[src/verilog/rename_pkg.sv]
`default_nettype none

package rename_pkg;

    localparam int arch_idx_w = 5;    // 32 architectural registers
    localparam int phys_idx_w = 7;    // default for 128 physical registers
    localparam int xlen       = 32;
    localparam int imm_w      = 12;

    localparam logic [6:0] opcode_op     = 7'b0110011;  // register-register
    localparam logic [6:0] opcode_op_imm = 7'b0010011;  // register-immediate

    // register-register layout
    typedef struct packed {
        logic [6:0]            funct7;
        logic [arch_idx_w-1:0] rs2;
        logic [arch_idx_w-1:0] rs1;
        logic [2:0]            funct3;
        logic [arch_idx_w-1:0] rd;
        logic [6:0]            opcode;
    } rv_r_t;

    // register-immediate layout
    typedef struct packed {
        logic [imm_w-1:0]      imm12;
        logic [arch_idx_w-1:0] rs1;
        logic [2:0]            funct3;
        logic [arch_idx_w-1:0] rd;
        logic [6:0]            opcode;
    } rv_i_t;

    // one word, two views; the opcode picks which one applies
    typedef union packed {
        rv_r_t r;
        rv_i_t i;
    } rv_instr_u;

endpackage

`default_nettype wire

[src/verilog/operand_collect.sv]
`default_nettype none

module operand_collect #(
    parameter int num_phys = 128
) (
    input  logic                          clk,
    input  logic                          reset,
    input  logic                          take,
    input  logic [$clog2(num_phys)-1:0]   src1_phys,
    input  logic [$clog2(num_phys)-1:0]   src2_phys,
    input  logic [$clog2(num_phys)-1:0]   dst_phys,
    input  logic [rename_pkg::imm_w-1:0]  imm,
    input  logic                          is_imm,
    input  logic [rename_pkg::xlen-1:0]   rd_data1,
    input  logic [rename_pkg::xlen-1:0]   rd_data2,
    input  logic                          rd_valid1,
    input  logic                          rd_valid2,
    input  logic                          wb_add_en,
    input  logic [$clog2(num_phys)-1:0]   wb_add_idx,
    input  logic [rename_pkg::xlen-1:0]   wb_add_data,
    input  logic                          wb_load_en,
    input  logic [$clog2(num_phys)-1:0]   wb_load_idx,
    input  logic [rename_pkg::xlen-1:0]   wb_load_data,
    input  logic                          wb_mul_en,
    input  logic [$clog2(num_phys)-1:0]   wb_mul_idx,
    input  logic [rename_pkg::xlen-1:0]   wb_mul_data,
    input  logic                          wb_div_en,
    input  logic [$clog2(num_phys)-1:0]   wb_div_idx,
    input  logic [rename_pkg::xlen-1:0]   wb_div_data,
    input  logic                          out_ready,
    output logic                          hold,
    output logic                          out_valid,
    output logic [$clog2(num_phys)-1:0]   out_src1_phys,
    output logic [$clog2(num_phys)-1:0]   out_src2_phys,
    output logic [$clog2(num_phys)-1:0]   out_dst_phys,
    output logic [rename_pkg::xlen-1:0]   out_op1,
    output logic [rename_pkg::xlen-1:0]   out_op2,
    output logic                          out_ready1,
    output logic                          out_ready2,
    output logic [rename_pkg::imm_w-1:0]  out_imm,
    output logic                          out_is_imm
);

    import rename_pkg::*;

    localparam int pw = $clog2(num_phys);

    logic            fresh;  // first cycle after a load, operands come from the file
    logic [xlen-1:0] op_q  [2];
    logic [1:0]      rdy_q;
    logic [xlen:0]   cur   [2];  // {ready, value}
    logic [xlen:0]   nxt   [2];
    logic [pw-1:0]   held_src [2];

    logic            wb_en   [4];
    logic [pw-1:0]   wb_idx  [4];
    logic [xlen-1:0] wb_data [4];

    assign wb_en   = '{wb_add_en, wb_load_en, wb_mul_en, wb_div_en};
    assign wb_idx  = '{wb_add_idx, wb_load_idx, wb_mul_idx, wb_div_idx};
    assign wb_data = '{wb_add_data, wb_load_data, wb_mul_data, wb_div_data};

    function automatic logic [xlen:0] fwd(input logic [pw-1:0] idx, input logic [xlen:0] now);
        logic [xlen:0] r;
        r = now;
        for (int p = 0; p < 4; p++) begin
            if (wb_en[p] && wb_idx[p] == idx && idx != '0) begin
                r = {1'b1, wb_data[p]};  // div-most match wins
            end
        end
        return r;
    endfunction

    assign hold     = out_valid && !out_ready;
    assign held_src = '{out_src1_phys, out_src2_phys};

    assign cur[0] = fresh ? {rd_valid1, rd_data1} : {rdy_q[0], op_q[0]};
    assign cur[1] = fresh ? {rd_valid2, rd_data2} : {rdy_q[1], op_q[1]};
    assign {out_ready1, out_op1} = cur[0];
    assign {out_ready2, out_op2} = cur[1];

    always_comb begin
        for (int k = 0; k < 2; k++) begin
            nxt[k] = fwd(held_src[k], cur[k]);
        end
    end

    always_ff @(posedge clk) begin
        if (reset) begin
            out_valid <= 1'b0;
            fresh     <= 1'b0;
        end else begin
            if (take) begin
                out_valid <= 1'b1;
            end else if (out_ready) begin
                out_valid <= 1'b0;  // drained
            end
            fresh <= take;
        end
    end

    // packet payload
    always_ff @(posedge clk) begin
        if (take) begin
            out_src1_phys <= src1_phys;
            out_src2_phys <= src2_phys;
            out_dst_phys  <= dst_phys;
            out_imm       <= imm;
            out_is_imm    <= is_imm;
        end else if (out_valid) begin
            for (int k = 0; k < 2; k++) begin
                {rdy_q[k], op_q[k]} <= nxt[k];
            end
        end
    end

    a_held_stable: assert property (
        @(posedge clk) disable iff (reset)
        hold |=> out_valid && $stable(out_src1_phys) && $stable(out_src2_phys)
            && $stable(out_dst_phys) && $stable(out_imm) && $stable(out_is_imm)
    );

    // a ready operand stays ready while the consumer stalls
    a_ready_sticky: assert property (
        @(posedge clk) disable iff (reset)
        hold && out_ready1 && out_ready2 |=> out_ready1 && out_ready2
    );

endmodule

`default_nettype wire

[config.mk]
export PLATFORM = sky130hd
export DESIGN_NAME = operand_collect
export DESIGN_NICKNAME = d
export VERILOG_FILES = /design/src/verilog/rename_pkg.sv /design/src/verilog/operand_collect.sv
export SDC_FILE = /design/constraint.sdc
export NUM_CORES = 1
export LEC_CHECK = 0
export ABC_AREA = 1
export BUFFER_PORTS_ARGS = -buffer_cell sky130_fd_sc_hd__buf_2
export CELL_PAD_IN_SITES_DETAIL_PLACEMENT = 1
export CELL_PAD_IN_SITES_GLOBAL_PLACEMENT = 1
export CORE_MARGIN = 2
export CORE_UTILIZATION = 34
export DETAILED_ROUTE_END_ITERATION = 7
export GPL_TIMING_DRIVEN = 0
export PLACE_DENSITY = 0.94
export SETUP_SLACK_MARGIN = 0.2
export SYNTH_ARGS = -nofsm -noshare
export SYNTH_HDL_FRONTEND = slang
export SYNTH_SLANG_ARGS = --single-unit
export TNS_END_PERCENT = 30
[constraint.sdc]
create_clock -name clk -period 5.1 [get_ports clk]
set_input_delay 0.51 -clock clk [delete_from_list [all_inputs] [get_ports clk]]
set_output_delay 0.51 -clock clk [all_outputs]
set_load 0.01 [all_outputs]
# Yosys cells after proc, flatten, opt, wreduce, memory -nomap -nowiden
# Cells that the tools add are included.
[word_totals]
reg_bits = 102
input_bits = 264
out_inout_bits = 102
elab_cells = 56
[classes]
eq_ne = 8
mux = 12
bitwise_logic = 1
n_reduce_logical = 24
[op_table]
columns = ["cell", "n"]
rows = [
  ["$mux W32", 8],
  ["$mux W33", 2],
  ["$eq A7 B7 Y1", 8],
  ["$logic_and A1 B1 Y1", 17],
  ["$reduce_bool A7 Y1", 2],
  ["$reduce_or A4 Y1", 2],
  ["$mux W1", 2],
  ["$reduce_and A2 Y1", 1],
  ["$reduce_bool A2 Y1", 1],
  ["$logic_not A1 Y1", 1],
  ["$not A1 Y1", 1],
]

# Longest topological paths before layout
[logic_depth]
depth_word = 7
mapped_depth = 14
depth_no_buf = 12

# Worst setup path before layout
# No wires, ideal clock.
[synth_timing]
kind = "input -> register"
startpoint = "input take"
endpoint = "register op_q[0] in the netlist's numbering (enable)"
setup_ns = 0.491
arrival_time_ns = 3.261
t_required_ns = 4.609
setup_slack_ns = 1.348
cell_stages = 1
n_path_buf = 0
path_cell_list = "nor2_1"
[synth_via]
elab_chain_cells = 2
[synth_rtl]
columns = ["item", "line_no", "text"]
rows = [
  ["start: declaration", "operand_collect.sv:8", "input logic take,"],
  ["$not A1 Y1 (no source line)", "-", ""],
  ["$reduce_and A2 Y1 (no source line)", "-", ""],
  ["end signal: indexed assignment", "operand_collect.sv:112", "{rdy_q[k], op_q[k]} <= nxt[k];"],
  ["end: declaration", "operand_collect.sv:49", "logic [xlen-1:0] op_q [2];"],
]
# Every way passes these cells.
# A chain may end at the register's enable or synchronous reset.

# Final worst setup path
[layout_timing]
startpoint = "register fresh"
endpoint = "output out_op1[0] in the netlist's numbering"
[layout_via]
elab_chain_cells = 1
[layout_rtl]
columns = ["item", "line_no", "text"]
rows = [
  ["start: declaration", "operand_collect.sv:48", "logic fresh;"],
  ["start signal: assignment", "operand_collect.sv:98", "fresh <= take;"],
  ["$mux W33", "operand_collect.sv:77", "assign cur[0] = fresh ? {rd_valid1, rd_data1} : {rdy_q[0], op_q[0]};"],
  ["end: declaration", "operand_collect.sv:36", "output logic [rename_pkg::xlen-1:0] out_op1,"],
]
# Every way passes these cells.

==> flow_summary.toml <==
[cells_and_area]
fin_nets = 2123
syn_to_final_growth_pct = 28.2
fin_area_sq_um = 11900
final_common_cell = "nand2_1"
final_core_util = 0.443
layout_common_cells = "nand2_1, buf_2, inv_1"
fillCellCount = 3745
drive_gt1_frac = 0.281
instances_no_fill = 2207

[setup_path]
end_kind = "output pin"
cp_max_fo = 10
worst-setup-path-type = "reg2out"
crit_arrival_ns = 2.76
required_ns = 4.59
startpoint_type = "flip-flop"

[grt]
antenna_found_initial = 5
grt_max_degree = 37
grt_pass1_vias = 11500
grt_overflow = 0
grt_pass1_wl_mm = 62.3
grt_usage = 0.286

[clock_tree]
tritoncts = "done"
cts_resized = 0
htreeDepth = 3
cts_hold_buf = 0
clk_latency_ns = 0.37
cts.clk_slew.worst_paths_ns = 0.09
post_cts_buffers = 0
numClockSinks = 102
cts_buffers = 9
cts_root_buf = "clkbuf_16"
clk_path_buf_depth = 2

[outcome]
status = "complete, no violations"

[timing]
skew_ns = 0.0180
worstMarginPinSlew_ns = 0.844
tns_ns = 0
slew_headroom = 0.438
min_period_ns = 3.27
holdWs_ns = 0.310
hold_violations = 0
fmax_ghz = 0.306
rsz0062_at_grt = "false"
slew_violations = 0
fin_ws_ns = 1.83
post-route-period-util = 0.641
finalSetupViolations = 0

[floorplan]
fp.dieArea_sq_um = 28700
die_x_um = 169
die_h_um = 169
initial_core_util = 0.346
fp.coreArea_sq_um = 26900
num_rows = 60
io_pins = 366

[synth]
netlist_area_sq_um = 9290
syn-num-nets = 1745
synth_ff_type = "edfxtp_1"
synth-edff-count = 100
synth.distinct_cells = 33
synthCells = 1481
synth.avg_cell_area_sq_um = 6.27
async_flop_share = 0
yosysWarnings = 0
synth-seq-area-share = 0.328
ys_ff_latch = 102

[detailed_routing]
routed_wl_mm = 42.1
ant_nets = 0
drt_pass1_iterations = 6
wl_per_cell_um = 19.1
drc = 0
drt-initial-drc-count = 726
via_per_inst = 5.02
vias = 11100

[placement]
placed_cell_area_sq_um = 11600
io_buffers = 365
dpl.hpwl_mm = 32.7
dp_cells = 2189
gp_congestion = 0.874
dp_slack_ns = 2.28

[pwr]
max-vdd-ir-drop_mv = 0.153
powerDensity_nw_per_um2 = 204
p_total_mw = 2.43
p_leak_nw = 6.65

[job]
max-cap-violations = 0

[hold_path]
min_path_type = "in2reg"
## cells in the mapped netlist (12+ instances only)
cell	n	share of area
nand2_1	520	0.21
inv_1	279	0.11
nand3_1	263	0.14
edfxtp_1	100	0.32
buf_2	56	0.030
o21ai_0	46	0.025
or2_2	29	0.020
or2_0	27	0.018
nor2_1	25	0.010
o21ai_1	16	0.0086
xor2_1	14	0.013
xnor2_1	13	0.012
buf_6	12	0.015
## final timing paths
check / startpoint / end / slack, ns / depth (start not counted)
setup / recovery: fresh / out_op1[0] / 1.83 / 8
hold / removal: src1_phys[5] / out_src1_phys[5] / 0.31 / 1
setup reg to reg: fresh / op_q[42] / 2.43 / 11
hold reg to reg: out_valid / out_valid / 0.62 / 4
## report_power, final
part           switching (mW)  total, mW  internal [mW]
logic                   0.425      0.672          0.247
registers              0.0270       1.01          0.978
clock network           0.402      0.756          0.354
## metal layers
layer	track usage	routed length, um
met5	0	39
met4	0.0840	943
met3	0.0518	2830
met2	0.513	20800
met1	0.350	17500
## cells by family after synthesis
group / synth area share
buf+inv: 0.170
xor+xnor: 0.0255
compound gates: 0.0420
simple gates: 0.435
flops: 0.328
## sequential cells by signal, summed over array words and instances, names as in the netlist
name and count:
out_dst_phys 7, out_src2_phys 7, out_imm 12, out_valid 1, rdy_q 2, out_is_imm 1, op_q 64, out_src1_phys 7
fresh 1
## final cells by class
class | instances | area [sq um] | area share
diodes | 2 | 5.00 | 0.000420
plain buffers | 84 | 493 | 0.0414
clock buffers | 9 | 225 | 0.0189
clock inverters | 7 | 86.3 | 0.00725
inverters | 289 | 1080 | 0.0911
multi-input cells | 1006 | 4670 | 0.393
flip-flops and latches | 102 | 3040 | 0.256
well taps | 341 | 427 | 0.0358
repair buffers | 367 | 1870 | 0.157
## worst max-delay path, cell delays in order (launching register included)
cell and delay [ns]:
dfxtp_1 0.70, buf_4 0.31, inv_2 0.09, buf_2 0.22, clkbuf_1 0.30, or2_0 0.28, o21ai_0 0.14, inv_1 0.17
buf_2 0.17
Power figures use the tool's default switching activity.
