[src/verilog/rename_pkg.sv]
`default_nettype none

package rename_pkg;

    localparam int arch_idx_w = 5;    // 32 architectural registers
    localparam int phys_idx_w = 7;    // default for 128 physical registers
    localparam int xlen       = 32;
    localparam int imm_w      = 12;

    localparam logic [6:0] opcode_op     = 7'b0110011;  // register-register
    localparam logic [6:0] opcode_op_imm = 7'b0010011;  // register-immediate

    // register-register layout
    typedef struct packed {
        logic [6:0]            funct7;
        logic [arch_idx_w-1:0] rs2;
        logic [arch_idx_w-1:0] rs1;
        logic [2:0]            funct3;
        logic [arch_idx_w-1:0] rd;
        logic [6:0]            opcode;
    } rv_r_t;

    // register-immediate layout
    typedef struct packed {
        logic [imm_w-1:0]      imm12;
        logic [arch_idx_w-1:0] rs1;
        logic [2:0]            funct3;
        logic [arch_idx_w-1:0] rd;
        logic [6:0]            opcode;
    } rv_i_t;

    // one word, two views; the opcode picks which one applies
    typedef union packed {
        rv_r_t r;
        rv_i_t i;
    } rv_instr_u;

endpackage

`default_nettype wire

[src/verilog/rename_map.sv]
`default_nettype none

module rename_map #(
    parameter int num_phys = 128,
    parameter int num_arch = 32
) (
    input  logic                          clk,
    input  logic                          reset,
    input  logic                          in_valid,
    input  rename_pkg::rv_instr_u         in_instr,
    output logic                          in_ready,
    input  logic                          hold,
    input  logic                          rel_en,
    input  logic [$clog2(num_phys)-1:0]   rel_idx,
    output logic                          take,
    output logic [$clog2(num_phys)-1:0]   src1_phys,
    output logic [$clog2(num_phys)-1:0]   src2_phys,
    output logic [$clog2(num_phys)-1:0]   dst_phys,
    output logic [rename_pkg::imm_w-1:0]  imm,
    output logic                          is_imm,
    output logic                          alloc_en,
    output logic [$clog2(num_phys)-1:0]   alloc_idx
);

    import rename_pkg::*;

    localparam int pw       = $clog2(num_phys);
    localparam int fl_depth = num_phys - num_arch;
    localparam int ptr_w    = $clog2(fl_depth);
    localparam int cnt_w    = $clog2(fl_depth + 1);

    logic [pw-1:0]    map_q [num_arch];
    logic [pw-1:0]    fl_q  [fl_depth];
    logic [ptr_w-1:0] fl_head;
    logic [ptr_w-1:0] fl_tail;
    logic [cnt_w-1:0] fl_count;

    logic need_dst;
    logic fl_pop;
    logic fl_push;

    // free list depth need not be a power of two
    function automatic logic [ptr_w-1:0] next_ptr(input logic [ptr_w-1:0] p);
        return (p == ptr_w'(fl_depth - 1)) ? '0 : p + 1'b1;
    endfunction

    // decode
    assign is_imm   = (in_instr.i.opcode == opcode_op_imm);
    assign need_dst = (in_instr.r.rd != '0);  // x0 gets no new register
    assign imm      = is_imm ? in_instr.i.imm12 : '0;

    // lookup uses the map from before this edge
    assign src1_phys = map_q[in_instr.r.rs1];
    assign src2_phys = is_imm ? '0 : map_q[in_instr.r.rs2];  // no rs2 for I-type
    assign alloc_idx = fl_q[fl_head];
    assign dst_phys  = need_dst ? alloc_idx : '0;

    // handshake
    assign in_ready = !hold && !(need_dst && fl_count == '0);
    assign take     = in_valid && in_ready;
    assign alloc_en = take && need_dst;

    assign fl_pop  = alloc_en;
    assign fl_push = rel_en && rel_idx != '0;

    always_ff @(posedge clk) begin
        if (reset) begin
            for (int a = 0; a < num_arch; a++) begin
                map_q[a] <= pw'(a);  // identity map
            end
            for (int k = 0; k < fl_depth; k++) begin
                fl_q[k] <= pw'(num_arch + k);  // ascending free indices
            end
            fl_head  <= '0;
            fl_tail  <= '0;
            fl_count <= cnt_w'(fl_depth);
        end else begin
            if (alloc_en) begin
                map_q[in_instr.r.rd] <= alloc_idx;
            end
            if (fl_pop) begin
                fl_head <= next_ptr(fl_head);
            end
            if (fl_push) begin
                fl_q[fl_tail] <= rel_idx;
                fl_tail       <= next_ptr(fl_tail);
            end
            case ({fl_push, fl_pop})
                2'b10:   fl_count <= fl_count + 1'b1;
                2'b01:   fl_count <= fl_count - 1'b1;
                default: fl_count <= fl_count;  // none, or both at once
            endcase
        end
    end

    // head and tail must show an entry before one is taken
    a_no_pop_empty: assert property (
        @(posedge clk) disable iff (reset)
        fl_pop |-> (fl_head != fl_tail || fl_count == cnt_w'(fl_depth))
    );

    // a retire into a full list would drop an index
    a_no_overflow: assert property (
        @(posedge clk) disable iff (reset)
        (fl_push && !fl_pop) |-> fl_count < cnt_w'(fl_depth)
    );

endmodule

`default_nettype wire

[config.mk]
export PLATFORM = sky130hd
export DESIGN_NAME = rename_map
export DESIGN_NICKNAME = d
export VERILOG_FILES = /design/src/verilog/rename_pkg.sv /design/src/verilog/rename_map.sv
export SDC_FILE = /design/constraint.sdc
export NUM_CORES = 2
export LEC_CHECK = 0
export ABC_AREA = 1
export BUFFER_PORTS_ARGS = -buffer_cell sky130_fd_sc_hd__buf_2
export CORE_UTILIZATION = 45
export CTS_BUF_LIST = sky130_fd_sc_hd__clkbuf_4 sky130_fd_sc_hd__clkbuf_8
export CTS_CLUSTER_SIZE = 16
export DETAILED_ROUTE_END_ITERATION = 8
export GPL_ROUTABILITY_DRIVEN = 0
export SLEW_MARGIN = 10
export SYNTH_ARGS = -nofsm -noshare
export SYNTH_HDL_FRONTEND = slang
export SYNTH_SLANG_ARGS = --single-unit
[constraint.sdc]
create_clock -name clk -period 6.5 [get_ports clk]
set_input_delay 0.65 -clock clk [delete_from_list [all_inputs] [get_ports clk]]
set_output_delay 0.65 -clock clk [all_outputs]
set_load 0.02 [all_outputs]
Word level (Yosys, flattened, before mapping)
Memory sizes are Yosys's and may differ from the RTL's. A register that Yosys moved wholly into a read port is not among the register bits.
Index checks and enable logic that the tools add are counted.
{"block": "totals", "output_inout_bits": 44, "mem_bits_rw": 896, "reg_bits": 21, "mem_bits_ro": 0, "input_bits": 44, "latch_bits": 0, "mem_count": 2}
{"name": "fl_q", "words": 96, "word_bits": 7, "rd": 1, "rd_ports_with_merged_regs": 1, "wr": 96, "line": "rename_map.sv:33", "source": "logic [pw-1:0] fl_q [fl_depth];"}
{"name": "map_q", "words": 32, "word_bits": 7, "rd": 2, "rd_ports_with_merged_regs": 0, "wr": 32, "line": "rename_map.sv:32", "source": "logic [pw-1:0] map_q [num_arch];"}
{"block": "classes", "bitwise_logic": 0, "reduce_logical": 13, "n_addsub": 4, "mul": 0, "mux": 22, "shifts": 0, "eq_ne": 5, "div_mod_pow": 0, "n_lt_le_gt_ge": 0}
{"operator": "$mux 7", "count": 9}
{"operator": "$add 7x1->7 const B", "count": 3}
{"operator": "$eq 7x7->1 const B", "count": 2}
{"operator": "$pmux 7 s2", "count": 1}
{"operator": "$reduce_or 7->1", "count": 2}
{"operator": "$mux 12", "count": 1}
{"operator": "$mux 1", "count": 10}
{"operator": "$eq 7x5->1 const B", "count": 1}
{"operator": "$logic_not 7->1", "count": 1}
{"operator": "$reduce_bool 7->1", "count": 1}
{"operator": "$sub 7x1->7 const B", "count": 1}
{"operator": "$logic_and 1x1->1", "count": 5}
{"operator": "$mux 5", "count": 1}
{"operator": "$reduce_bool 5->1", "count": 1}
{"operator": "$eq 2x1->1 const B", "count": 1}
{"operator": "$eq 2x2->1 const B", "count": 1}
{"operator": "$logic_not 1->1", "count": 2}
{"operator": "$reduce_bool 2->1", "count": 1}

Logic depth before layout (Yosys ltp)
{"block": "logic_depth", "ltp_word": 11, "ltp_mapped": 16}

Worst setup path after synthesis
Ideal clock, no wire load.
{"block": "synth_timing", "kind": "input -> register", "start": "in in_instr[8] (netlist name)", "end": "reg fl_count[5]", "slack_ns": 3.260, "stages": 14, "path_buffers": 0, "t_required_ns": 6.369, "arrival_time_ns": 3.108, "cell_sequence": "nor2_8 inv_6 nor2_8 inv_1 nand3_4 clkinv_1 ha_1 ha_1 a21oi_1 nand2_1 a21o_1 a21oi_1 xor2_1 o21ai_0"}
{"block": "synth_via", "elab_chain_cells": 8}
{"element": "start: declaration", "line": "rename_map.sv:10", "source": "input rename_pkg::rv_instr_u in_instr,"}
{"element": "$reduce_bool 5->1 *", "line": "rename_map.sv:49", "source": "assign need_dst = (in_instr.r.rd != '0);"}
{"element": "$logic_and 1x1->1", "line": "rename_map.sv:59", "source": "assign in_ready = !hold && !(need_dst && fl_count == '0);"}
{"element": "$logic_not 1->1", "line": "rename_map.sv:59"}
{"element": "$logic_and 1x1->1", "line": "rename_map.sv:59"}
{"element": "$logic_and 1x1->1", "line": "rename_map.sv:60", "source": "assign take = in_valid && in_ready;"}
{"element": "$logic_and 1x1->1 *", "line": "rename_map.sv:61", "source": "assign alloc_en = take && need_dst;"}
{"element": "named net alloc_en", "line": "rename_map.sv:21", "source": "output logic alloc_en,"}
{"element": "$eq 2x1->1 / $eq 2x2->1 (equally long branches)", "line": "rename_map.sv:88", "source": "case ({fl_push, fl_pop})"}
{"element": "$pmux 7 s2 / $reduce_bool 2->1 (equally long branches)"}
{"element": "end signal: assignment", "line": "rename_map.sv:89", "source": "2'b10: fl_count <= fl_count + 1'b1;"}
{"element": "end signal: assignment", "line": "rename_map.sv:90", "source": "2'b01: fl_count <= fl_count - 1'b1;"}
{"element": "end signal: assignment", "line": "rename_map.sv:91", "source": "default: fl_count <= fl_count;"}
{"element": "end: declaration", "line": "rename_map.sv:36", "source": "logic [cnt_w-1:0] fl_count;"}
Mark *: on every way through the listed nets, which the timed path passes. The rest lies on a longest branch.
A chain may end at the register's enable or synchronous reset.

==> run summary <==
The share of total power dissipated in the clock network is 40.5%. The number of DRC markers in iteration 0 came out at 4604. Walking the worst path, the cells encountered are inv_8 > buf_4 > nand2_1 > nand3_1 > nand3_1 > nand3_1 > nand2_1 > nand2_1 > nand3_1 > nand3_1 > nand2_2 > buf_4 > nor2_1 > buf_2. For this run, the detailed router's first-pass iteration total came to 8. The number of logic stages on the critical path including buffering is 14. Data on the critical path arrives at its endpoint at roughly 4.5 ns.

The highest fanout seen on the critical path came out at 153. The count of buffers inserted at the top-level ports came out at 84. The post-route clock period utilization came out at about four fifths.

The final max-slew violation count came out at 0. The clock latency reported for the late side of the worst-skew pair is 0.93 ns. Before CTS, the worst setup slack after placement is about 1.6 ns. The number of max-capacitance violations reported is 0.

For this run the aggregate overflow at the end of global routing stands at 0. On the final layout, the worst clock skew is around 0.06 ns. For this design the static power due to leakage is 0.02106 uW. The routed wirelength normalized by instance count is 21.45 um. The synthesis-to-layout area growth is 9.722%.

The post-DP HPWL is approximately 95000 um. The power per cell area is roughly 270 nW/um^2. Across the whole layout, storage elements account for roughly 34000 um^2.

The H-tree depth is 4. The total negative slack for setup checks came out at 0 ns. The most frequent cell on the critical path is sky130_fd_sc_hd__nand3_1. The headroom to the max-slew limit came out at between 10% and 20%. The die outline width is approximately 350 um. STA classifies the critical path startpoint as a register.

The count of final hold-check violations came to 0. The sequential element share of the synthesized area is 63.03%. The pin count of the biggest net entering global routing came out at roughly 170. For the worst flop-to-flop path, the logic depth is 13. The post-CTS clock slew at the launch and capture registers of the worst setup and hold paths is around 0.060 ns. The die covers 121900 um^2.

The sequential share of power is about half. The worst path required time came out at just under 6 ns. The synthesized design contains 1148 register bits. The worst setup path is of the register to primary output kind. Counting every sink on the clock net gives 1148.

The number of top-level pins is 88. The switching power summed over all nets is 4086 uW. The area taken by multi-input logic gates is around 18000 um^2. The tree is rooted in a sky130_fd_sc_hd__clkbuf_8.

TritonCTS built the clock tree. Together, buffers and inverters on the worst path number 4. For the pin with the worst max-slew slack, the measured transition is ~1.3 ns. Setup repair after global routing left no endpoint under its margin.

The number of nets with antenna violations after routing is 0. The highest clock rate is around 190 MHz. The number of instances in the synthesized netlist is roughly 5700. In this run the mean area of a mapped cell was 9.542 um^2. The deepest clock path buffer count came out at 3. The initial utilization of the core area, before any placement, comes to around 45%. The number of distinct standard cells referenced by the synthesized netlist came out at 39.

After synthesis, the share of flip-flops with an asynchronous set or reset is 0%. The quantity of hold-fixing buffers added after cts came out at 0. In this design, the largest share of critical-path delay is due to buffers and inverters. VDD sags by at most between 0.15 and 0.2 mV. The initial antenna violation count is 3. Net switching is between 20% and 30% of the power.

The final reports fail on DRC. The net count of the finished layout came out at about 5700. The filler cell count is between 10000 and 15000. The number of setup violations in the final report came out at 0. The number of enable-type register cells in the synthesized netlist came out at around 1100. The vertical extent of the die came out at ~350 um. The tightest min-delay check is of the input pin to register type. After layout, the worst setup slack is 1.331 ns. The via count of the routed design came out at between 40000 and 50000. The share of total power dissipated in combinational logic is 8.2%. The final routed DRC violation total is 2. The global-route wire length before repair came out at roughly 240000 um. The biggest cell delay along the critical path is roughly 0.67 ns. For this design, the slowest cell found on the critical path is sky130_fd_sc_hd__inv_8. The worst setup path is captured at a primary output. The overall fraction of global-route tracks in use is about a quarter.

The minimum clock period is between 5 and 6 ns. The hold path depth is 1. The number of rows created at floorplan came out at around 130.

The number of global-route vias before repair came out at slightly below 40000. In the routed layout, each cell is associated on average with a via count of ~5.6. After clock tree synthesis, the setup repair step added 0 buffers.

The ratio of cells with drive above 1 in the final layout came out at around 9.6%. The core box area is 119700 um^2. The post-cts repair resize count came out at 0. The run finished, with violations left. Clock tree synthesis inserted a total of between 150 and 200 buffers.

The flip-flop cell with the highest count after synthesis is sky130_fd_sc_hd__edfxtp_1. The cell area after technology mapping is 54250 um^2. The internal power came out at approximately 12000 uW. The warning count from the yosys run is 0. The total wire length is ~160000 um.
==> cells in the final DEF, fill, tap and decap left out, types with 9 or more instances in the layout <==
master	synthesis	routed
sky130_fd_sc_hd__nand4_1	9	9
sky130_fd_sc_hd__nor2_1	834	832
sky130_fd_sc_hd__inv_2	20	20
sky130_fd_sc_hd__a31oi_1	10	10
sky130_fd_sc_hd__a21oi_1	54	54
sky130_fd_sc_hd__nand2_1	1708	1703
sky130_fd_sc_hd__clkinv_2	0	10
sky130_fd_sc_hd__o221ai_1	82	82
sky130_fd_sc_hd__o22ai_1	18	18
sky130_fd_sc_hd__edfxtp_1	1120	1120
sky130_fd_sc_hd__buf_4	22	76
sky130_fd_sc_hd__inv_1	154	151
sky130_fd_sc_hd__clkinv_1	22	58
sky130_fd_sc_hd__buf_2	144	82
sky130_fd_sc_hd__xor2_1	9	9
sky130_fd_sc_hd__nand3_1	884	883
sky130_fd_sc_hd__clkbuf_8	0	199
sky130_fd_sc_hd__nand3_4	31	31
sky130_fd_sc_hd__dfxtp_1	28	24
sky130_fd_sc_hd__o21ai_0	247	247
sky130_fd_sc_hd__clkbuf_4	0	80
==> metrics by stage <==
stage                     instances  power (uW)  area (um^2)  hold WS, ns  util [%]
after floorplan                5691        9271        54270       0.4729         -
after global placement         7057        9723        55640       0.4870     46.50
after detailed placement       7057        9744        55640       0.4903     46.50
after CTS                      7409       16210        59520      0.03168     49.74
after global routing           7410       16660        59520      0.06520     49.74
final                          7410       16150        59520       0.1090     49.74
==> routing by layer <==
metal | share of wire [%] | global-route usage (%)
met1 | 41 | 34.75
met2 | 47 | 41.60
met3 | 8.6 | 4.290
met4 | 3.2 | 9.676
met5 | 0 | 0
==> cell type report <==
class                           count  share of cell area (%)
Sequential cell                  1148                   57.47
Inverter                          197                   1.314
Timing Repair Buffer              165                   1.884
Tap cell                         1612                   3.389
Multi-Input combinational cell   3935                   29.42
Antenna cell                        1                0.004204
Clock inverter                     73                  0.9081
Clock buffer                      279                   5.611
==> registers in the layout, summed over array words and instances, names as in the netlist, named ones only <==
signal,cells
fl_tail,7
map_q,224
fl_head,7
fl_count,7
fl_q,896
==> synthesized netlist by cell type (3+ instances only) <==
cell type / count / area, um^2
sky130_fd_sc_hd__nand3_1: 884 / 4424
sky130_fd_sc_hd__nor2_8: 4 / 80.08
sky130_fd_sc_hd__o221ai_1: 82 / 718.2
sky130_fd_sc_hd__clkinv_1: 22 / 82.58
sky130_fd_sc_hd__buf_12: 3 / 60.06
sky130_fd_sc_hd__ha_1: 8 / 100.1
sky130_fd_sc_hd__o22ai_1: 18 / 112.6
sky130_fd_sc_hd__a31oi_1: 10 / 62.56
sky130_fd_sc_hd__inv_2: 20 / 75.07
sky130_fd_sc_hd__nor3_1: 6 / 30.03
sky130_fd_sc_hd__dfxtp_1: 28 / 560.5
sky130_fd_sc_hd__nand3_4: 31 / 543.0
sky130_fd_sc_hd__o211ai_1: 3 / 22.52
sky130_fd_sc_hd__buf_4: 22 / 165.2
sky130_fd_sc_hd__a21oi_1: 54 / 270.3
sky130_fd_sc_hd__buf_2: 144 / 720.7
sky130_fd_sc_hd__edfxtp_1: 1120 / 33630
sky130_fd_sc_hd__nand4_1: 9 / 56.30
sky130_fd_sc_hd__nand2_1: 1708 / 6411
sky130_fd_sc_hd__buf_1: 29 / 108.9
sky130_fd_sc_hd__clkbuf_1: 213 / 799.5
sky130_fd_sc_hd__nor2_1: 834 / 3131
sky130_fd_sc_hd__inv_1: 154 / 578.1
sky130_fd_sc_hd__xor2_1: 9 / 78.83
sky130_fd_sc_hd__nor4_1: 3 / 18.77
sky130_fd_sc_hd__and3_1: 3 / 18.77
sky130_fd_sc_hd__o21ai_0: 247 / 1236
sky130_fd_sc_hd__nor3b_1: 3 / 22.52
==> power by group through the flow <==
stage	combinational, uW	clock (uW)	sequential [uW]
2_1_floorplan	868	0	8400
3_3_place_gp	1300	0	8430
3_5_place_dp	1310	0	8430
4_1_cts	1320	6620	8280
5_1_grt	1440	6930	8290
6_report	1330	6540	8280
==> logic make-up after synthesis <==
| family | count (synthesis) | share of synthesized area (%) |
|---|---|---|
| flip-flops | 1148 | 63.03 |
| other | 1 | 0.006913 |
| adder cells (fa/ha/maj) | 9 | 0.2214 |
| AND/OR/NAND/NOR | 3490 | 27.24 |
| buffers and inverters | 608 | 4.791 |
| AO/OA/AOI/OAI | 418 | 4.530 |
| XOR/XNOR | 11 | 0.1776 |
==> worst register-to-register path: stages (launching register included) <==
cell                      delay (ns)
sky130_fd_sc_hd__dfxtp_4        0.44
sky130_fd_sc_hd__inv_8          0.68
sky130_fd_sc_hd__buf_4          0.51
sky130_fd_sc_hd__nand2_1        0.10
sky130_fd_sc_hd__nand3_1        0.10
sky130_fd_sc_hd__nand3_1        0.11
sky130_fd_sc_hd__nand3_1        0.12
sky130_fd_sc_hd__nand2_1        0.17
sky130_fd_sc_hd__nand2_1        0.11
sky130_fd_sc_hd__nand3_1        0.12
sky130_fd_sc_hd__nand3_1        0.32
sky130_fd_sc_hd__nand2_2        0.37
sky130_fd_sc_hd__buf_4          0.38
sky130_fd_sc_hd__nor2_1         0.15
==> final timing paths <==
| path | from | end | slack (ns) |
|---|---|---|---|
| max | register | dst_phys[3] | 1.33 |
| min reg2reg | fl_head[1]$_SDFFE_PP0N_ | register | 0.50 |
| min | rel_idx[1] | fl_q[123][1]$_DFFE_PP_ | 0.11 |
| max reg2reg | register | map_q[21][1]$_SDFFCE_PN0P_ | 2.71 |
Power figures use the tool's default switching activity.
